**src/verilog/ti_mem_pkg.sv**
```systemverilog
// Address map and shared types for the TI-99/4A memory subsystem
// All addresses are 16-bit word addresses on the CPU side
// Loader addresses are byte addresses, even byte is the high lane

package ti_mem_pkg;

  // ====================
  // Widths
  // ====================
  localparam int C_ADR_BITS     = 23;  // CPU word address
  localparam int C_IDX_BITS     = 14;  // Widest region-local index
  localparam int C_LDR_ADR_BITS = 24;  // Loader byte address
  localparam int C_WORD_BITS    = 16;
  localparam int C_BYTE_BITS    = 8;

  // Index width per region
  localparam int C_ROM_BITS  = 12;  // 4K words
  localparam int C_DSR_BITS  = 12;  // 4K words
  localparam int C_PAD_BITS  = 9;   // 512 words
  localparam int C_GROM_BITS = 14;  // 16K words, system and extension each
  localparam int C_RAM_BITS  = 14;  // 32K bytes

  // RAM expansion stands in for SDRAM, so it gets wait states
  localparam int C_RAM_WAIT  = 6;
  localparam int C_WAIT_BITS = $clog2(C_RAM_WAIT + 1);

  // ====================
  // Word address map
  // ====================
  localparam logic [C_ADR_BITS-1:0] C_ROM_BASE  = 23'h000000;
  localparam logic [C_ADR_BITS-1:0] C_ROM_LAST  = 23'h000FFF;
  localparam logic [C_ADR_BITS-1:0] C_RAML_BASE = 23'h001000;  // RAM exp low 8K bytes
  localparam logic [C_ADR_BITS-1:0] C_RAML_LAST = 23'h001FFF;
  localparam logic [C_ADR_BITS-1:0] C_DSR_BASE  = 23'h002000;
  localparam logic [C_ADR_BITS-1:0] C_DSR_LAST  = 23'h002FFF;
  localparam logic [C_ADR_BITS-1:0] C_PAD_BASE  = 23'h004000;
  localparam logic [C_ADR_BITS-1:0] C_PAD_LAST  = 23'h0041FF;
  localparam logic [C_ADR_BITS-1:0] C_RAMH_BASE = 23'h005000;  // RAM exp high 24K bytes
  localparam logic [C_ADR_BITS-1:0] C_RAMH_LAST = 23'h007FFF;
  localparam logic [C_ADR_BITS-1:0] C_RAMH_OFS  = 23'h004000;  // High part sits above index 0x0FFF
  localparam logic [C_ADR_BITS-1:0] C_GROM_BASE = 23'h008000;
  localparam logic [C_ADR_BITS-1:0] C_GROM_LAST = 23'h00FFFF;

  // Bits 14:12 in this range pick the cartridge GROM store
  localparam logic [2:0] C_GEXT_SEL_LO = 3'd3;
  localparam logic [2:0] C_GEXT_SEL_HI = 3'd6;

  typedef enum logic [2:0] {
    REG_NONE,
    REG_ROM,
    REG_DSR,
    REG_PAD,
    REG_GROM_SYS,
    REG_GROM_EXT,
    REG_RAM_EXP
  } region_e;

  typedef enum logic [2:0] {
    ST_IDLE,
    ST_CPU_ACC,
    ST_CPU_WAIT,
    ST_LDR_ACC,
    ST_ACK
  } ctrl_state_e;

endpackage

```
**src/verilog/ti_addr_decode.sv**
```systemverilog
// Combinational word address decoder
// Anything outside the six regions decodes to REG_NONE with index 0
// RAM expansion low and high parts fold into one contiguous 16K store

`timescale 1ns/1ps

module ti_addr_decode
  import ti_mem_pkg::*;
(
  input  logic [C_ADR_BITS-1:0] i_adr,
  output region_e               o_region,
  output logic [C_IDX_BITS-1:0] o_index
);

  logic [C_ADR_BITS-1:0] ram_off;   // Address minus base of its RAM part
  logic                  in_rom;
  logic                  in_dsr;
  logic                  in_pad;
  logic                  in_raml;
  logic                  in_ramh;
  logic                  in_grom;
  logic                  grom_ext;

  // ====================
  // Range compares
  // ====================
  assign in_rom  = (i_adr >= C_ROM_BASE)  && (i_adr <= C_ROM_LAST);
  assign in_raml = (i_adr >= C_RAML_BASE) && (i_adr <= C_RAML_LAST);
  assign in_dsr  = (i_adr >= C_DSR_BASE)  && (i_adr <= C_DSR_LAST);
  assign in_pad  = (i_adr >= C_PAD_BASE)  && (i_adr <= C_PAD_LAST);
  assign in_ramh = (i_adr >= C_RAMH_BASE) && (i_adr <= C_RAMH_LAST);
  assign in_grom = (i_adr >= C_GROM_BASE) && (i_adr <= C_GROM_LAST);

  // GROM split on A14..A12, 3..6 is the cartridge extension
  assign grom_ext = (i_adr[14:12] >= C_GEXT_SEL_LO) && (i_adr[14:12] <= C_GEXT_SEL_HI);

  // 0x1000 -> index 0, 0x5000 -> index 0x1000
  assign ram_off = in_raml ? (i_adr - C_RAML_BASE) : (i_adr - C_RAMH_OFS);

  always_comb
  begin
    o_region = REG_NONE;
    o_index  = '0;
    if (in_rom)
    begin
      o_region = REG_ROM;
      o_index  = C_IDX_BITS'(i_adr[C_ROM_BITS-1:0]);
    end
    else if (in_dsr)
    begin
      o_region = REG_DSR;
      o_index  = C_IDX_BITS'(i_adr[C_DSR_BITS-1:0]);
    end
    else if (in_pad)
    begin
      o_region = REG_PAD;
      o_index  = C_IDX_BITS'(i_adr[C_PAD_BITS-1:0]);
    end
    else if (in_raml || in_ramh)
    begin
      o_region = REG_RAM_EXP;
      o_index  = C_IDX_BITS'(ram_off[C_RAM_BITS-1:0]);
    end
    else if (in_grom)
    begin
      // Both GROM stores index on bits 13:0
      o_region = grom_ext ? REG_GROM_EXT : REG_GROM_SYS;
      o_index  = C_IDX_BITS'(i_adr[C_GROM_BITS-1:0]);
    end
  end

endmodule

```
**config.mk**
```make
export PLATFORM = sky130hd
export DESIGN_NAME = ti_addr_decode
export DESIGN_NICKNAME = d
export VERILOG_FILES = /design/src/verilog/ti_mem_pkg.sv /design/src/verilog/ti_addr_decode.sv
export SDC_FILE = /design/constraint.sdc
export NUM_CORES = 1
export LEC_CHECK = 0
export ABC_AREA = 1
export BUFFER_PORTS_ARGS = -buffer_cell sky130_fd_sc_hd__buf_2
export CORE_MARGIN = 4
export CORE_UTILIZATION = 54
export DETAILED_ROUTE_END_ITERATION = 7
export GPL_ROUTABILITY_DRIVEN = 0
export PLACE_DENSITY = 0.86
export SLEW_MARGIN = 10
export SYNTH_ARGS = -nofsm -noshare
export SYNTH_HDL_FRONTEND = slang
export SYNTH_SLANG_ARGS = --single-unit
```
**constraint.sdc**
```tcl
create_clock -name vclk -period 2.34
set_input_delay 0.468 -clock vclk [all_inputs]
set_output_delay 0.468 -clock vclk [all_outputs]
set_load 0.01 [all_outputs]
```
Word-level counts from Yosys, hierarchy flattened
Cells that the tools add are included.
{"block": "op_classes", "addsub": 2, "order_cmp": 14, "n_mux": 12, "n_reduce_logical": 8}
{"op": "2-to-1 mux 14 bit", "n": 6}
{"op": ">= comparator 23 x 15 -> 1 bit (second input constant)", "n": 2}
{"op": "less-or-equal comparator 23 x 15 -> 1 bit (second input constant)", "n": 2}
{"op": ">= comparator 23 x 1 -> 1 bit (second input constant)", "n": 1}
{"op": ">= comparator 23 x 13 -> 1 bit (second input constant)", "n": 1}
{"op": ">= comparator 23 x 14 -> 1 bit (second input constant)", "n": 1}
{"op": ">= comparator 23 x 16 -> 1 bit (second input constant)", "n": 1}
{"op": "less-or-equal comparator 23 x 12 -> 1 bit (second input constant)", "n": 1}
{"op": "less-or-equal comparator 23 x 13 -> 1 bit (second input constant)", "n": 1}
{"op": "less-or-equal comparator 23 x 14 -> 1 bit (second input constant)", "n": 1}
{"op": "less-or-equal comparator 23 x 16 -> 1 bit (second input constant)", "n": 1}
{"op": "2-to-1 mux 3 bit", "n": 5}
{"op": "subtractor 14 x 1 -> 14 bit (second input constant)", "n": 1}
{"op": "subtractor 14 x 13 -> 14 bit (second input constant)", "n": 1}
{"op": "logical AND 1 bit", "n": 7}
{"op": ">= comparator 3 x 2 -> 1 bit (second input constant)", "n": 1}
{"op": "less-or-equal comparator 3 bit (second input constant)", "n": 1}
{"op": "logical OR 1 bit", "n": 1}
{"op": "2-to-1 mux 1 bit", "n": 1}
{"block": "totals", "reg_bits": 0, "input_bits": 23, "output_inout_bits": 17}

Depth between registers and ports, before layout
{"block": "depth", "depth_word": 8, "depth_mapped": 13, "mapped_depth_nobuf": 13}

Worst setup path before layout
Ideal clock, no wire load.
{"block": "synth_path", "path_type": "input to output", "startpoint": "in i_adr[13]", "endpoint": "out o_index[10]", "arrival_time_ns": 1.752, "required_ns": 1.872, "setup_slack_ns": 0.120, "cell_stages": 11, "path_cell_list": "buf_2 -> inv_1 -> ha_1 -> nand2_1 -> nor2_1 -> nand3_1 -> nand2_1 -> nand2_4 -> nand3_4 -> nand2_2 -> a21oi_1"}
{"block": "synth_via", "elab_chain_len": 7}
{"item": "from (decl)", "line": "ti_addr_decode.sv:10", "source": "input logic [C_ADR_BITS-1:0] i_adr,"}
{"item": ">= comparator 23 x 16 -> 1 bit, or another cell as far along", "line": "ti_addr_decode.sv:32", "source": "assign in_grom = (i_adr >= C_GROM_BASE) && (i_adr <= C_GROM_LAST);"}
{"item": "logical AND 1 bit, on equally long branches", "line": "ti_addr_decode.sv:32, ti_addr_decode.sv:28, ti_addr_decode.sv:31"}
{"item": "2-to-1 mux 14 bit, or another cell as far along", "line": "ti_addr_decode.sv:64", "source": "else if (in_grom)"}
{"item": "2-to-1 mux 14 bit", "line": "ti_addr_decode.sv:59", "source": "else if (in_raml || in_ramh)"}
{"item": "2-to-1 mux 14 bit", "line": "ti_addr_decode.sv:54", "source": "else if (in_pad)"}
{"item": "2-to-1 mux 14 bit", "line": "ti_addr_decode.sv:49", "source": "else if (in_dsr)"}
{"item": "2-to-1 mux 14 bit (*)", "line": "ti_addr_decode.sv:44", "source": "if (in_rom)"}
{"item": "to (decl)", "line": "ti_addr_decode.sv:12", "source": "output logic [C_IDX_BITS-1:0] o_index"}
Every way passes the cells marked *; elsewhere a longest branch is shown, timed or not.

Worst setup path after layout
{"block": "layout_path", "startpoint": "in i_adr[22]", "endpoint": "out o_index[2]"}
Same word-level chain as after synthesis.

==> summary.txt <==
total power: 0.000157 W
worst path arrival time: 1900 ps
status: finished, violations left
pwr/cell area: 97.5 mW/mm^2
Hold/Removal Path Class: input pin to output port
layout cells sized above 1: 47.2%
Design Area, Final: 0.00161 sq mm
pin count of the biggest net entering global routing: 10
First-pass DRT Iterations: 5
Hold Path Sink: o_index[3]
hold path startpoint: i_adr[3]
Slew Limit Fails: 0
via count: 1,511
initial drt markers: 61
Total Routing Usage GR: 23.5%
# diodes: 0
I/O pins: 40
fillers: 161
ordered list of cells on the worst path: buf_2 > nor2_4 > nand2_4 > nor2_8 > nand2_4 > nor2_4 > nand2_2 > nand2_4 > nand3_4 > nor2_4 > nor2_2 > buf_2
Die Span Y: 53.9 microns
final setup fails: 8
combinational power share: 100.0%
synthesized net count: 239
Post-DP Area: 0.00147 sq mm
hold buffers post-CTS: 0
mapped cell area: 0.00114 sq mm
fmax: 423 MHz
Internal: 0.0000607 W
post-layout min period: 2370 ps
Peak VDD IR: 0.0998 mV
max-cap viol count: 0
CP Data Required Time: 1870 ps
number of remaining DRC errors: 0
multi-input gate area in the final layout: 0.00110 sq mm
initial antenna violation count: 0
Max stage delay cell, worst path: nor2_4
Sw Pwr: 0.0000965 W
fin util: 81.4%
leakage: 0.874 nW
remaining global-route overflow: 0
Netlist cell types: 26
Seq/Total Area, Yosys: 0%
Clock Buffer Count: 0
Hold Fails Final Rpt: 0
Clock Power Share: 0%
final worst-path cycle share: 101%
Sw Ratio: 61.4%
violated checks: negative setup slack
first-pass GRT wire length: 5270 microns
die width: 53.9 microns
number of buffers added on ports: 40
Routed Antenna Nets: 0
Layout area overhead: 41.8%
RSZ-0062 raised after global routing: yes
register share of total power: 0%
Critical Path Fanout Max: 6
Worst setup EP type: output port
Storage cell area: 0 sq um
post-route setup slack: -25.1 ps
Gate Count Post-Synth: 212
Max transition margin: 84.1%
num sequential: 0
sum of negative setup slack: -143 ps
WL final: 3410 microns
Avg Cell Area, Syn: 5.36 sq um
Layout Nets: 296
drt via density: 5.14
vias in the first global route: 1,259
Core Box Area: 0.00198 sq mm
startpoint types: input pin
WS Path Type: input pin to output port
post-DR wirelength/cell: 11.6 microns
DPL Wire Length: 2700 microns
Min Hold Slack: 1280 ps
Ys Warns: 0
total die area: 0.00290 sq mm
Slew @ Worst Pin: 238 ps
peak per-stage delay on the critical path: 210 ps
hold path depth: 4
Initial Util: 57.4%
row cnt: 16
[power by group through the flow]
stage               combinational [W]  sequential, W  clock (W)
floorplan                   0.0000765              0          0
global placement             0.000136              0          0
detailed placement           0.000138              0          0
CTS                          0.000141              0          0
global route                 0.000173              0          0
finish                       0.000157              0          0
[worst max-delay path by stage]
stage | slack (ps) | start | cells past startpoint | to
floorplan | 120 | i_adr[13] | 11 | o_index[10]
global placement | -60 | i_adr[12] | 12 | o_index[1]
detailed placement | -60 | i_adr[12] | 12 | o_index[5]
CTS | 3 | i_adr[18] | 11 | o_index[11]
global route | -140 | i_adr[12] | 12 | o_index[9]
finish | -30 | i_adr[22] | 12 | o_index[2]
[Yosys cell counts]
cell type | instances | area share [%]
nand2_1 | 51 | 17
nor2_1 | 34 | 11
inv_1 | 28 | 9.2
nand3_1 | 23 | 10
nor2_2 | 14 | 7.7
inv_2 | 7 | 2.3
nand2_2 | 7 | 3.9
nor2_4 | 7 | 6.9
a21oi_1 | 6 | 2.6
nand4_1 | 6 | 3.3
nand2_4 | 5 | 5.0
ha_1 | 4 | 4.4
nand3_2 | 3 | 2.6
o21ai_0 | 3 | 1.3
nand3_4 | 2 | 3.1
nor2_8 | 2 | 3.5
buf_2 | 1 | 0.44
buf_4 | 1 | 0.66
clkinv_2 | 1 | 0.44
nand3b_1 | 1 | 0.66
nor3_1 | 1 | 0.44
nor3_2 | 1 | 0.88
o211ai_1 | 1 | 0.66
o21ai_1 | 1 | 0.44
o21ai_2 | 1 | 0.77
o22ai_1 | 1 | 0.55
[area by class of cell]
cell class                 instances  area share [%]
multi-input combinational        175            68.1
tap                               27            2.09
inverter                          36            8.61
timing repair buffer              56            21.2
[what timing repair did]
item                                    in CTS  in global routing
resized for setup                            5                 32
cloned                                       1                  0
pin swaps                                    3                 15
endpoints found under the setup margin      11                 16
setup buffers                                1                  0
[cell families after synthesis]
kind of cell / after synthesis / share of synthesized area, %
buffers and inverters: 38 / 13.1
AND/OR/NAND/NOR: 157 / 76.1
AO/OA/AOI/OAI: 13 / 6.38
adder cells (fa/ha/maj): 4 / 4.40
[layer usage]
layer / share of wire, % / routed length (microns) / track usage (%)
met5: 0 / 0 / 0
met4: 0.23 / 8 / 0.851
met3: 8.3 / 283 / 0.277
met2: 49 / 1660 / 39.9
met1: 43 / 1460 / 34.3
[through the flow]
stage | cells | setup slack, ps
floorplan | 212 | 120
global route | 294 | -138
global placement | 292 | -56.8
CTS | 294 | 2.74
finish | 294 | -25.1
detailed placement | 292 | -58.5
[worst max-delay path: cells and delay by family]
| family | cells | cell delay, ps |
|---|---|---|
| and+or+nand+nor | 10 | 1180 |
| buffers and inverters | 2 | 250 |
[cells in the final DEF (no fill, tap or decap), types with 3 or more instances in the layout]
| master | count |
|---|---|
| buf_4 | 18 |
| inv_1 | 25 |
| buf_2 | 36 |
| nand3_1 | 23 |
| nand2_2 | 12 |
| nand2_1 | 46 |
| inv_2 | 9 |
| nor2_2 | 16 |
| a21oi_1 | 5 |
| nand2_4 | 5 |
| nor2_1 | 29 |
| nand3_4 | 3 |
| nand4_1 | 6 |
| nor2_4 | 11 |
(Power assumes the default switching activity.)
