===== config.mk =====
export PLATFORM = sky130hd
export DESIGN_NAME = ti_mem_ctrl
export DESIGN_NICKNAME = d
export VERILOG_FILES = /design/src/verilog/ti_mem_pkg.sv /design/src/verilog/ti_mem_ctrl.sv
export SDC_FILE = /design/constraint.sdc
export NUM_CORES = 1
export LEC_CHECK = 0
export BUFFER_PORTS_ARGS = -buffer_cell sky130_fd_sc_hd__buf_2
export CELL_PAD_IN_SITES_DETAIL_PLACEMENT = 0
export CELL_PAD_IN_SITES_GLOBAL_PLACEMENT = 2
export CORE_UTILIZATION = 29
export DETAILED_ROUTE_END_ITERATION = 12
export PLACE_DENSITY = 0.83
export SYNTH_ARGS = -nofsm -noshare
export SYNTH_HDL_FRONTEND = slang
export SYNTH_SLANG_ARGS = --single-unit

===== constraint.sdc =====
create_clock -name clk -period 8.7 [get_ports clk]
set_input_delay 2.61 -clock clk [delete_from_list [all_inputs] [get_ports clk]]
set_output_delay 2.61 -clock clk [all_outputs]
set_load 0.02 [all_outputs]

===== src/verilog/ti_mem_pkg.sv =====
// Address map and shared types for the TI-99/4A memory subsystem
// All addresses are 16-bit word addresses on the CPU side
// Loader addresses are byte addresses, even byte is the high lane

package ti_mem_pkg;

  // ====================
  // Widths
  // ====================
  localparam int C_ADR_BITS     = 23;  // CPU word address
  localparam int C_IDX_BITS     = 14;  // Widest region-local index
  localparam int C_LDR_ADR_BITS = 24;  // Loader byte address
  localparam int C_WORD_BITS    = 16;
  localparam int C_BYTE_BITS    = 8;

  // Index width per region
  localparam int C_ROM_BITS  = 12;  // 4K words
  localparam int C_DSR_BITS  = 12;  // 4K words
  localparam int C_PAD_BITS  = 9;   // 512 words
  localparam int C_GROM_BITS = 14;  // 16K words, system and extension each
  localparam int C_RAM_BITS  = 14;  // 32K bytes

  // RAM expansion stands in for SDRAM, so it gets wait states
  localparam int C_RAM_WAIT  = 6;
  localparam int C_WAIT_BITS = $clog2(C_RAM_WAIT + 1);

  // ====================
  // Word address map
  // ====================
  localparam logic [C_ADR_BITS-1:0] C_ROM_BASE  = 23'h000000;
  localparam logic [C_ADR_BITS-1:0] C_ROM_LAST  = 23'h000FFF;
  localparam logic [C_ADR_BITS-1:0] C_RAML_BASE = 23'h001000;  // RAM exp low 8K bytes
  localparam logic [C_ADR_BITS-1:0] C_RAML_LAST = 23'h001FFF;
  localparam logic [C_ADR_BITS-1:0] C_DSR_BASE  = 23'h002000;
  localparam logic [C_ADR_BITS-1:0] C_DSR_LAST  = 23'h002FFF;
  localparam logic [C_ADR_BITS-1:0] C_PAD_BASE  = 23'h004000;
  localparam logic [C_ADR_BITS-1:0] C_PAD_LAST  = 23'h0041FF;
  localparam logic [C_ADR_BITS-1:0] C_RAMH_BASE = 23'h005000;  // RAM exp high 24K bytes
  localparam logic [C_ADR_BITS-1:0] C_RAMH_LAST = 23'h007FFF;
  localparam logic [C_ADR_BITS-1:0] C_RAMH_OFS  = 23'h004000;  // High part sits above index 0x0FFF
  localparam logic [C_ADR_BITS-1:0] C_GROM_BASE = 23'h008000;
  localparam logic [C_ADR_BITS-1:0] C_GROM_LAST = 23'h00FFFF;

  // Bits 14:12 in this range pick the cartridge GROM store
  localparam logic [2:0] C_GEXT_SEL_LO = 3'd3;
  localparam logic [2:0] C_GEXT_SEL_HI = 3'd6;

  typedef enum logic [2:0] {
    REG_NONE,
    REG_ROM,
    REG_DSR,
    REG_PAD,
    REG_GROM_SYS,
    REG_GROM_EXT,
    REG_RAM_EXP
  } region_e;

  typedef enum logic [2:0] {
    ST_IDLE,
    ST_CPU_ACC,
    ST_CPU_WAIT,
    ST_LDR_ACC,
    ST_ACK
  } ctrl_state_e;

endpackage


===== src/verilog/ti_mem_ctrl.sv =====
// Memory cycle controller, CPU has priority over the loader
// CPU ack at k+2 after acceptance, RAM expansion adds C_RAM_WAIT cycles
// Busy covers every memory cycle, so a CPU pulse during busy is dropped
// Loader request must fall the cycle after its ack, one cycle is ignored
// CPU writes to ROM and system GROM are discarded, loader writes are not

`timescale 1ns/1ps

module ti_mem_ctrl
  import ti_mem_pkg::*;
(
  input  logic                      clk,
  input  logic                      i_rst,
  // CPU side
  input  logic                      i_cpu_req,
  input  logic [C_ADR_BITS-1:0]     i_cpu_adr,
  input  logic                      i_cpu_we,
  input  logic                      i_cpu_ub_n,
  input  logic                      i_cpu_lb_n,
  input  logic [C_WORD_BITS-1:0]    i_cpu_wdata,
  output logic                      o_cpu_busy,
  output logic                      o_cpu_ack,
  output logic [C_WORD_BITS-1:0]    o_cpu_rdata,
  // Loader side
  input  logic                      i_ldr_rd_rq,
  input  logic                      i_ldr_wr_rq,
  input  logic [C_LDR_ADR_BITS-1:0] i_ldr_adr,
  input  logic [C_BYTE_BITS-1:0]    i_ldr_wdata,
  output logic                      o_ldr_rd_ack,
  output logic                      o_ldr_wr_ack,
  output logic [C_BYTE_BITS-1:0]    o_ldr_rdata,
  // Decoder and bank
  input  region_e                   i_region,
  input  logic [C_WORD_BITS-1:0]    i_rdata,
  output logic [C_ADR_BITS-1:0]     o_mem_adr,
  output logic                      o_wr_hi,
  output logic                      o_wr_lo,
  output logic [C_WORD_BITS-1:0]    o_wdata
);

  ctrl_state_e            state;
  logic [C_WAIT_BITS-1:0] wait_cnt;
  logic                   ldr_hold;     // Blocks the loader for one cycle after its ack

  // Latched request
  logic [C_ADR_BITS-1:0]  adr_q;
  logic                   we_q;
  logic                   hi_q;         // High lane selected
  logic                   lo_q;         // Low lane, also the loader read lane
  logic [C_WORD_BITS-1:0] wdata_q;
  logic [C_BYTE_BITS-1:0] ldr_rdata_q;

  logic                   cpu_go;
  logic                   ldr_go;
  logic                   ro_region;
  logic                   wr_phase;
  logic [C_BYTE_BITS-1:0] ldr_lane;

  // ====================
  // Arbitration
  // ====================
  assign cpu_go = i_cpu_req && !o_cpu_busy && (state == ST_IDLE);
  assign ldr_go = (i_ldr_rd_rq || i_ldr_wr_rq) && !i_cpu_req && !ldr_hold
                  && (state == ST_IDLE);

  always_ff @(posedge clk)
  begin
    if (i_rst)
    begin
      state        <= ST_IDLE;
      wait_cnt     <= '0;
      ldr_hold     <= 1'b0;
      o_cpu_busy   <= 1'b0;
      o_cpu_ack    <= 1'b0;
      o_ldr_rd_ack <= 1'b0;
      o_ldr_wr_ack <= 1'b0;
    end
    else
    begin
      ldr_hold <= o_ldr_rd_ack || o_ldr_wr_ack;  // Host drops its request here
      case (state)
        ST_IDLE:
        begin
          if (cpu_go)
          begin
            state      <= ST_CPU_ACC;
            o_cpu_busy <= 1'b1;
          end
          else if (ldr_go)
          begin
            state      <= ST_LDR_ACC;
            o_cpu_busy <= 1'b1;  // Keeps the CPU off while the loader runs
          end
        end
        ST_CPU_ACC:
        begin
          // Strobes are out this cycle, read data registers at this edge
          if ((i_region == REG_RAM_EXP) && (C_RAM_WAIT != 0))
          begin
            state    <= ST_CPU_WAIT;
            wait_cnt <= C_WAIT_BITS'(C_RAM_WAIT - 1);
          end
          else
          begin
            state     <= ST_ACK;
            o_cpu_ack <= 1'b1;
          end
        end
        ST_CPU_WAIT:
        begin
          if (wait_cnt == '0)
          begin
            state     <= ST_ACK;
            o_cpu_ack <= 1'b1;
          end
          else
            wait_cnt <= wait_cnt - 1'b1;
        end
        ST_LDR_ACC:
        begin
          state        <= ST_ACK;
          o_ldr_wr_ack <= we_q;
          o_ldr_rd_ack <= !we_q;
        end
        ST_ACK:  // One-cycle ack, busy drops after it
        begin
          state        <= ST_IDLE;
          o_cpu_busy   <= 1'b0;
          o_cpu_ack    <= 1'b0;
          o_ldr_rd_ack <= 1'b0;
          o_ldr_wr_ack <= 1'b0;
        end
        default: state <= ST_IDLE;
      endcase
    end
  end

  // ====================
  // Request capture
  // ====================
  always_ff @(posedge clk)
  begin
    if (cpu_go)
    begin
      adr_q   <= i_cpu_adr;
      we_q    <= i_cpu_we;
      hi_q    <= !i_cpu_ub_n;
      lo_q    <= !i_cpu_lb_n;
      wdata_q <= i_cpu_wdata;
    end
    else if (ldr_go)
    begin
      adr_q   <= i_ldr_adr[C_LDR_ADR_BITS-1:1];  // Byte to word address
      we_q    <= i_ldr_wr_rq;                    // Write wins if both are up
      hi_q    <= !i_ldr_adr[0];                  // Even byte is high lane
      lo_q    <= i_ldr_adr[0];
      wdata_q <= {i_ldr_wdata, i_ldr_wdata};     // Same byte on both lanes
    end
    if (o_ldr_rd_ack)
      ldr_rdata_q <= ldr_lane;
  end

  // Write only in the access cycle, ROM and system GROM are CPU read-only
  assign ro_region = (i_region == REG_ROM) || (i_region == REG_GROM_SYS);
  assign wr_phase  = we_q && (((state == ST_CPU_ACC) && !ro_region)
                              || (state == ST_LDR_ACC));
  assign o_wr_hi   = wr_phase && hi_q;
  assign o_wr_lo   = wr_phase && lo_q;
  assign o_wdata   = wdata_q;
  assign o_mem_adr = adr_q;

  // Read data path, valid in the ack cycle
  assign o_cpu_rdata = i_rdata;
  assign ldr_lane    = lo_q ? i_rdata[C_BYTE_BITS-1:0]
                            : i_rdata[C_WORD_BITS-1:C_BYTE_BITS];
  assign o_ldr_rdata = o_ldr_rd_ack ? ldr_lane : ldr_rdata_q;  // Held after the ack

endmodule


Yosys cells after proc, flatten, opt, wreduce, memory -nomap -nowiden
Index checks and enable logic that the tools add are counted.
Operators by class
  add/subtract/negate cells: 1
  eq/ne operators: 12
  reductions and logical operators: 32
  mux-type cells: 28
Operators with widths (number)
  2-to-1 mux 23 bit: 2
  2-to-1 mux 16 bit: 2
  2-to-1 mux 3 bit: 6
  2-to-1 mux 8 bit: 2
  case mux 3 bit (4 select lines): 1
  2-to-1 mux 1 bit: 10
  equality test 3 bit, second input constant: 3
  logical AND 1 bit: 9
  logical NOT 1 bit: 8
  inequality test 2 bit, second input constant: 4
  nonzero test 2 bit: 4
  equality test 3 x 1 -> 1 bit, second input constant: 2
  equality test 3 x 2 -> 1 bit, second input constant: 2
  logical NOT 3 bit: 2
  case mux 1 bit (2 select lines): 3
  case mux 3 bit (2 select lines): 1
  AND reduction 3 bit: 2
  logical OR 1 bit: 4
  AND reduction 2 bit: 2
  inequality test 3 bit, second input constant: 1
  case mux 1 bit (3 select lines): 1
  nonzero test 3 bit: 1
  subtractor 3 x 1 -> 3 bit, second input constant: 1
Storage, ports and cells
  flip-flop bits (word level): 61

Depth between registers and ports, before layout
Gate-level depths: netlist of run 1.
  depth in word-level cells: 7
  depth in mapped cells: 6
  mapped depth without buffers: 5

Worst setup path before layout of run 1
No wires, ideal clock.
  path kind: input to output
  start: input i_region[2]
  end: output o_wr_hi
  arrival: 3.211 ns
  stages on the path: 3
  data required time: 6.090 ns
  slack: 2.879 ns
  cell sequence: xnor2_1 -> o311a_1 -> and2_1
Between the ends
  word-level cells in the longest chain between the ends: 7
Ends and longest elaborated chain
  from (decl): line ti_mem_ctrl.sv:33  | input region_e i_region,
  equality test 3 x 1 -> 1 bit or equality test 3 bit (tied branches): line ti_mem_ctrl.sv:164  | assign ro_region = (i_region == REG_ROM) || (i_region == REG_GROM_SYS);
  logical OR 1 bit *: line ti_mem_ctrl.sv:164
  logical NOT 1 bit *: line ti_mem_ctrl.sv:165  | assign wr_phase = we_q && (((state == ST_CPU_ACC) && !ro_region)
  logical AND 1 bit *: line ti_mem_ctrl.sv:165
  logical OR 1 bit *: line ti_mem_ctrl.sv:166  | || (state == ST_LDR_ACC));
  logical AND 1 bit *: line ti_mem_ctrl.sv:165
  logical AND 1 bit *: line ti_mem_ctrl.sv:167  | assign o_wr_hi = wr_phase && hi_q;
  to (decl): line ti_mem_ctrl.sv:36  | output logic o_wr_hi,
Every way passes the cells marked *; elsewhere a longest branch is shown, timed or not.

Worst setup path in the final report of run 1
Ends and elaborated chain as after synthesis.

==> flow_metrics.tcl, run 1 <==
set metrics [dict create \
    syn_nets 311 \
    wl_met1_um 2910 \
    ys.flop_type "edfxtp_1" \
    area_delta_synth_final_pct 33.4 \
    r2r-start "state[0]" \
    worst_clock_skew_ns 0.00775 \
    grt_max_degree 43 \
    cts_buffers 9 \
    maxCapViolations 0 \
    hold_class "flip-flop to flip-flop" \
    status "completed" \
    syn_area_mm2 0.00301 \
    hpwl_um 5200 \
    cp-start-kind "input port" \
    syn_avg_cell_area_um2 14.3 \
    worst_path_largest_cell_delay_ns 0.34 \
    routed_via_density 4.32 \
    dieArea_mm2 0.0108 \
    p_per_area_mw_per_mm2 247 \
    routed_wl_um 6890 \
    cts-root-buf "clkbuf_8" \
    slew_viol_final 0 \
    initialDrtViolationCount 71 \
    path_delay_family "compound AO/OA/AOI/OAI gates" \
    dieHeight_um 104 \
    io_pins 167 \
    diodes 0 \
    core-area_mm2 0.00991 \
    power_leakage_nw 1.90 \
    ys_warn_count 0 \
    wl_met2_um 3450 \
    clk_latency_ns 0.33 \
    crit_top_cell "buf_2" \
    first_pass_iters 4 \
    cp_max_fo 3 \
    grt_usage_pct 13.0 \
    hold_path.startpoint "ldr_rdata_q[4]" \
    cts_resized 0 \
    clk_pin_slew_worst_paths_ns 0.06 \
    rows 36 \
    portBuffers 166 \
    place_ws_ns 2.55 \
    critPathArrivalTime_ns 3.51 \
    finalHoldViolations 0 \
    drive_gt1_share_pct 61.7 \
    synth_top_cells_by_area "edfxtp_1, mux2_4, dfxtp_1, buf_4, mux2i_1" \
    crit_chain "buf_2, xnor2_1, o311a_1, and2_1, buf_2" \
    overflow 0 \
    critPathKind "input port to output pin" \
    initial_core_util_pct 30.4 \
    routed.top_layer "met4" \
    critical_path_buf_inv_count 2 \
    final_cell_mix "buf_2, edfxtp_1, mux2_4" \
    cts_htree_levels 3 \
    fin_ws_ns 2.58 \
    ant_nets 0 \
    cp_slowest_cell "o311a_1" \
    place_congestion 0.728 \
    fin_total_pwr_uw 993 \
    endpoint_kind "output pin" \
    met3_length_um 373 \
    vias 2158 \
    fin_crit_ns 6.12 \
    die_w_um 104 \
    rsz0062_at_grt "false" \
    grt_antenna_before_repair 0 \
    yosysTopAreaCell "edfxtp_1" \
    finalNetCount 461 \
    synth_cells 211 \
    grt_pass1_vias 2104 \
    grt_pass1_wl_um 10800 \
    async_flop_share_pct 0 \
    cts_sinks 61 \
    cts_tree "done" \
    hold_buffers 0 \
    setup_tns_ns 0 \
    synth_cell_type_count 41 \
    drc_errors 0 \
    clk_path_buf_depth 2 \
    final_common_cell "buf_2" \
    fmax_ghz 0.163 \
    ir_drop_mv 0.0927 \
    wire_per_inst_um 13.8 \
    synth_edf_count 42 \
    worst_pin_slew_ns 1.15 \
    synth.top_cell.area_share_pct 41.9 \
    cp.required_ns 6.09 \
    seq_area_frac_synth_pct 54.5 \
    finalCritPeriodShare_pct 70.4 \
    crit_path_start "i_region[2]" \
    ys_ff_latch 61 \
    post_cts_buffers 0 \
    setup_viol 0 \
    max-slew-margin-rel_pct 22.9 \
]
-- Yosys cell counts, types with 2 or more instances --
cell type  number
a21oi_1        13
a31oi_1         2
and2_1          3
buf_12          4
buf_4          16
buf_6           2
clkbuf_1        4
dfxtp_1        19
edfxtp_1       42
ha_1            2
inv_1           3
mux2_2          2
mux2_4         38
mux2i_1         9
nand2b_1        3
nor2_1         17
nor2b_1         3
nor3b_1         2
o21ai_0         3
or4_1           2
xnor2_1         2
-- kinds of logic after synthesis --
logic type               after synthesis  synth area share [%]
XOR/XNOR                               2                 0.582
flip-flops                            61                  54.5
multiplexers                          49                  22.7
AND/OR/NAND/NOR                       38                  6.77
AO/OA/AOI/OAI                         28                  6.03
adder cells (fa/ha/maj)                2                 0.831
buffers and inverters                 31                  8.56
-- layout make-up --
| type | count | area [um^2] |
|---|---|---|
| Clock buffer | 10 | 128 |
| Tap cell | 133 | 166 |
| Multi-Input combinational cell | 119 | 1120 |
| Clock inverter | 6 | 111 |
| Fill cell | 1014 | 5890 |
| Inverter | 3 | 11.3 |
| Sequential cell | 61 | 1640 |
| Timing Repair Buffer | 167 | 838 |
-- power by group --
part	internal (mW)	switching, mW	total [mW]
Combinational	0.120	0.163	0.282
Sequential	0.382	0.0217	0.404
Clock	0.190	0.116	0.307
Total	0.692	0.301	0.993
-- registers in the layout, summed over array words and instances (netlist names), 3 cells and up --
register and cells:
ldr_rdata_q 8, o_mem_adr 23, o_wdata 16, state 3, wait_cnt 3
-- final timing paths --
check                         to  slack [ns]  cells after the start
hold / removal    ldr_rdata_q[4]        0.47                      2
setup / recovery         o_wr_hi        2.58                      5
hold reg to reg   ldr_rdata_q[4]        0.47                      2
setup reg to reg   o_mem_adr[17]        6.39                      4
-- worst reg2reg max path, stage by stage, from the launching register on --
cell     delay (ns)
dfxtp_1        0.41
or3_4          0.46
or2_2          0.43
buf_4          0.36
mux2_4         0.40
-- per-layer routing --
layer,up-vias,global-route usage (%)
li1,1065,-
met1,1001,15.5
met2,80,21.5
met3,12,2.94
met4,0,7.24
met5,-,0
-- per-stage QoR --
stage,utilization (%),hold WS (ns),cell area (um^2),cells
after floorplan,-,0.469,3010,211
after global placement,38.1,0.455,3780,483
after detailed placement,38.1,0.463,3780,483
after CTS,40.5,0.473,4020,499
after global routing,40.5,0.496,4020,499
final,40.5,0.468,4020,499
No activity file was read; power rests on OpenSTA's default activity.
==> run 2, diff against run 1 <==
CORE_UTILIZATION = 27   (was 29)
PLACE_DENSITY = 0.78   (was 0.83)
clock period = 6.15 ns   (was 8.7 ns; I/O delays follow)
==> flow_metrics.tcl, run 2 (synthesis results as in run 1) <==
set metrics [dict create \
    dieArea_mm2 0.0116 \
    routed_wl_um 6580 \
    die_w_um 108 \
    fin_area_mm2 0.00401 \
    finalHoldWorstSlack_ns 0.470 \
    hold_path.startpoint "ldr_rdata_q[2]" \
    clk_pin_slew_worst_paths_ns 0.07 \
    drive_gt1_share_pct 61.9 \
    seq_power_share_pct 41.9 \
    r2r-start "state[0]" \
    cp-start-kind "input port" \
    finalHoldViolations 0 \
    p_per_area_mw_per_mm2 340 \
    fmax_ghz 0.217 \
    critPathArrivalTime_ns 2.77 \
    fin_ws_ns 1.54 \
    maxCapViolations 0 \
    grt_usage_pct 11.5 \
    cts_sinks 61 \
    postPlaceCellArea_mm2 0.00379 \
    area.sequential_mm2 0.00164 \
    fin_crit_ns 4.61 \
    place_ws_ns 1.54 \
    vias 2154 \
    drc_errors 0 \
    hold_buffers 0 \
    overflow 0 \
    cts_buffers 9 \
    first_pass_iters 4 \
    cp.required_ns 4.30 \
    combinationalPowerShare_pct 29.6 \
    cp_slowest_cell "o311a_1" \
    grt_max_degree 32 \
    worst_path_largest_cell_delay_ns 0.36 \
    endpoint_kind "output pin" \
    io_pins 167 \
    rows 38 \
    netSwitchingPower_uw 425 \
    grt_pass1_vias 2098 \
    power_leakage_nw 1.90 \
    crit_chain "buf_2, xnor2_1, o311a_1, and2_1, buf_2" \
    crit_path_start "i_region[2]" \
    dieHeight_um 108 \
    final_cell_mix "buf_2, edfxtp_1, mux2_4" \
    portBuffers 166 \
    switching_share_pct 31.2 \
    rsz0062_at_grt "false" \
    post_cts_buffers 0 \
    p_int_uw 937 \
    ir_drop_mv 0.116 \
    final_common_cell "buf_2" \
    grt_antenna_before_repair 0 \
    setup_tns_ns 0 \
    place_congestion 0.715 \
    wire_per_inst_um 13.0 \
    diodes 0 \
    worst_pin_slew_ns 0.629 \
    routed_via_density 4.25 \
    core-area_mm2 0.0108 \
    cts_tree "done" \
    initialDrtViolationCount 86 \
    grt_pass1_wl_um 9950 \
    clk_latency_ns 0.34 \
    fin_total_pwr_mw 1.36 \
    initial_core_util_pct 27.8 \
    slew_viol_final 0 \
    clockPowerShare_pct 28.5 \
    worst_clock_skew_ns 0.00953 \
    cts-root-buf "clkbuf_8" \
    num-fill-cells 1099 \
    finalNetCount 462 \
    setup_viol 0 \
    hold_class "flip-flop to flip-flop" \
    hpwl_um 4920 \
    max-slew-margin-rel_pct 58.0 \
    cp_max_fo 3 \
    crit_top_cell "buf_2" \
    cts_htree_levels 3 \
    largest_register_ffs 23 \
    status "completed" \
    area_delta_synth_final_pct 33.1 \
    finalCritPeriodShare_pct 75.0 \
    clk_path_buf_depth 2 \
    ant_nets 0 \
    cts_resized 0 \
    multi_input_area_mm2 0.00112 \
    critPathKind "input port to output pin" \
]
==> run 2: layout make-up <==
type,count,share of cell area [%]
clock buffer,9,3.09
clock inverter,7,2.25
inverter,3,0.281
multi-input combinational,119,27.9
sequential,61,41.0
tap,140,4.37
timing repair buffer,168,21.1
==> run 2: worst max-delay path: cells and delay by family <==
kind | cells | cell delay, ns
compound gates | 1 | 0.36
xor+xnor | 1 | 0.12
buf+inv | 2 | 0.26
simple gates | 1 | 0.18
==> run 2: metal layers <==
metal	track usage (%)	vias to the layer above	share of wire (%)
li1	-	1068	-
met1	13.5	969	42
met2	18.3	103	46
met3	4.18	14	9.4
met4	5.97	0	2.3
met5	0	-	0
==> run 2: worst paths after layout <==
check        slack (ns)  cells past startpoint             end
max                1.54                      5         o_wr_lo
min                0.47                      2  ldr_rdata_q[2]
max reg2reg        3.80                      4   o_mem_adr[12]
min reg2reg        0.47                      2  ldr_rdata_q[2]
==> run 2: power groups by stage <==
| stage | Combinational, mW | Sequential [mW] | Clock [mW] |
|---|---|---|---|
| floorplan | 0.242 | 0.636 | 0 |
| CTS | 0.410 | 0.572 | 0.406 |
| global placement | 0.406 | 0.579 | 0 |
| finish | 0.403 | 0.571 | 0.388 |
| global route | 0.436 | 0.581 | 0.417 |
| detailed placement | 0.409 | 0.581 | 0 |
==> run 2: through the flow <==
stage	util (%)	cells
after floorplan	-	211
after global routing	37.0	507
after CTS	37.0	507
after detailed placement	35.0	491
final	37.0	507
after global placement	35.0	491
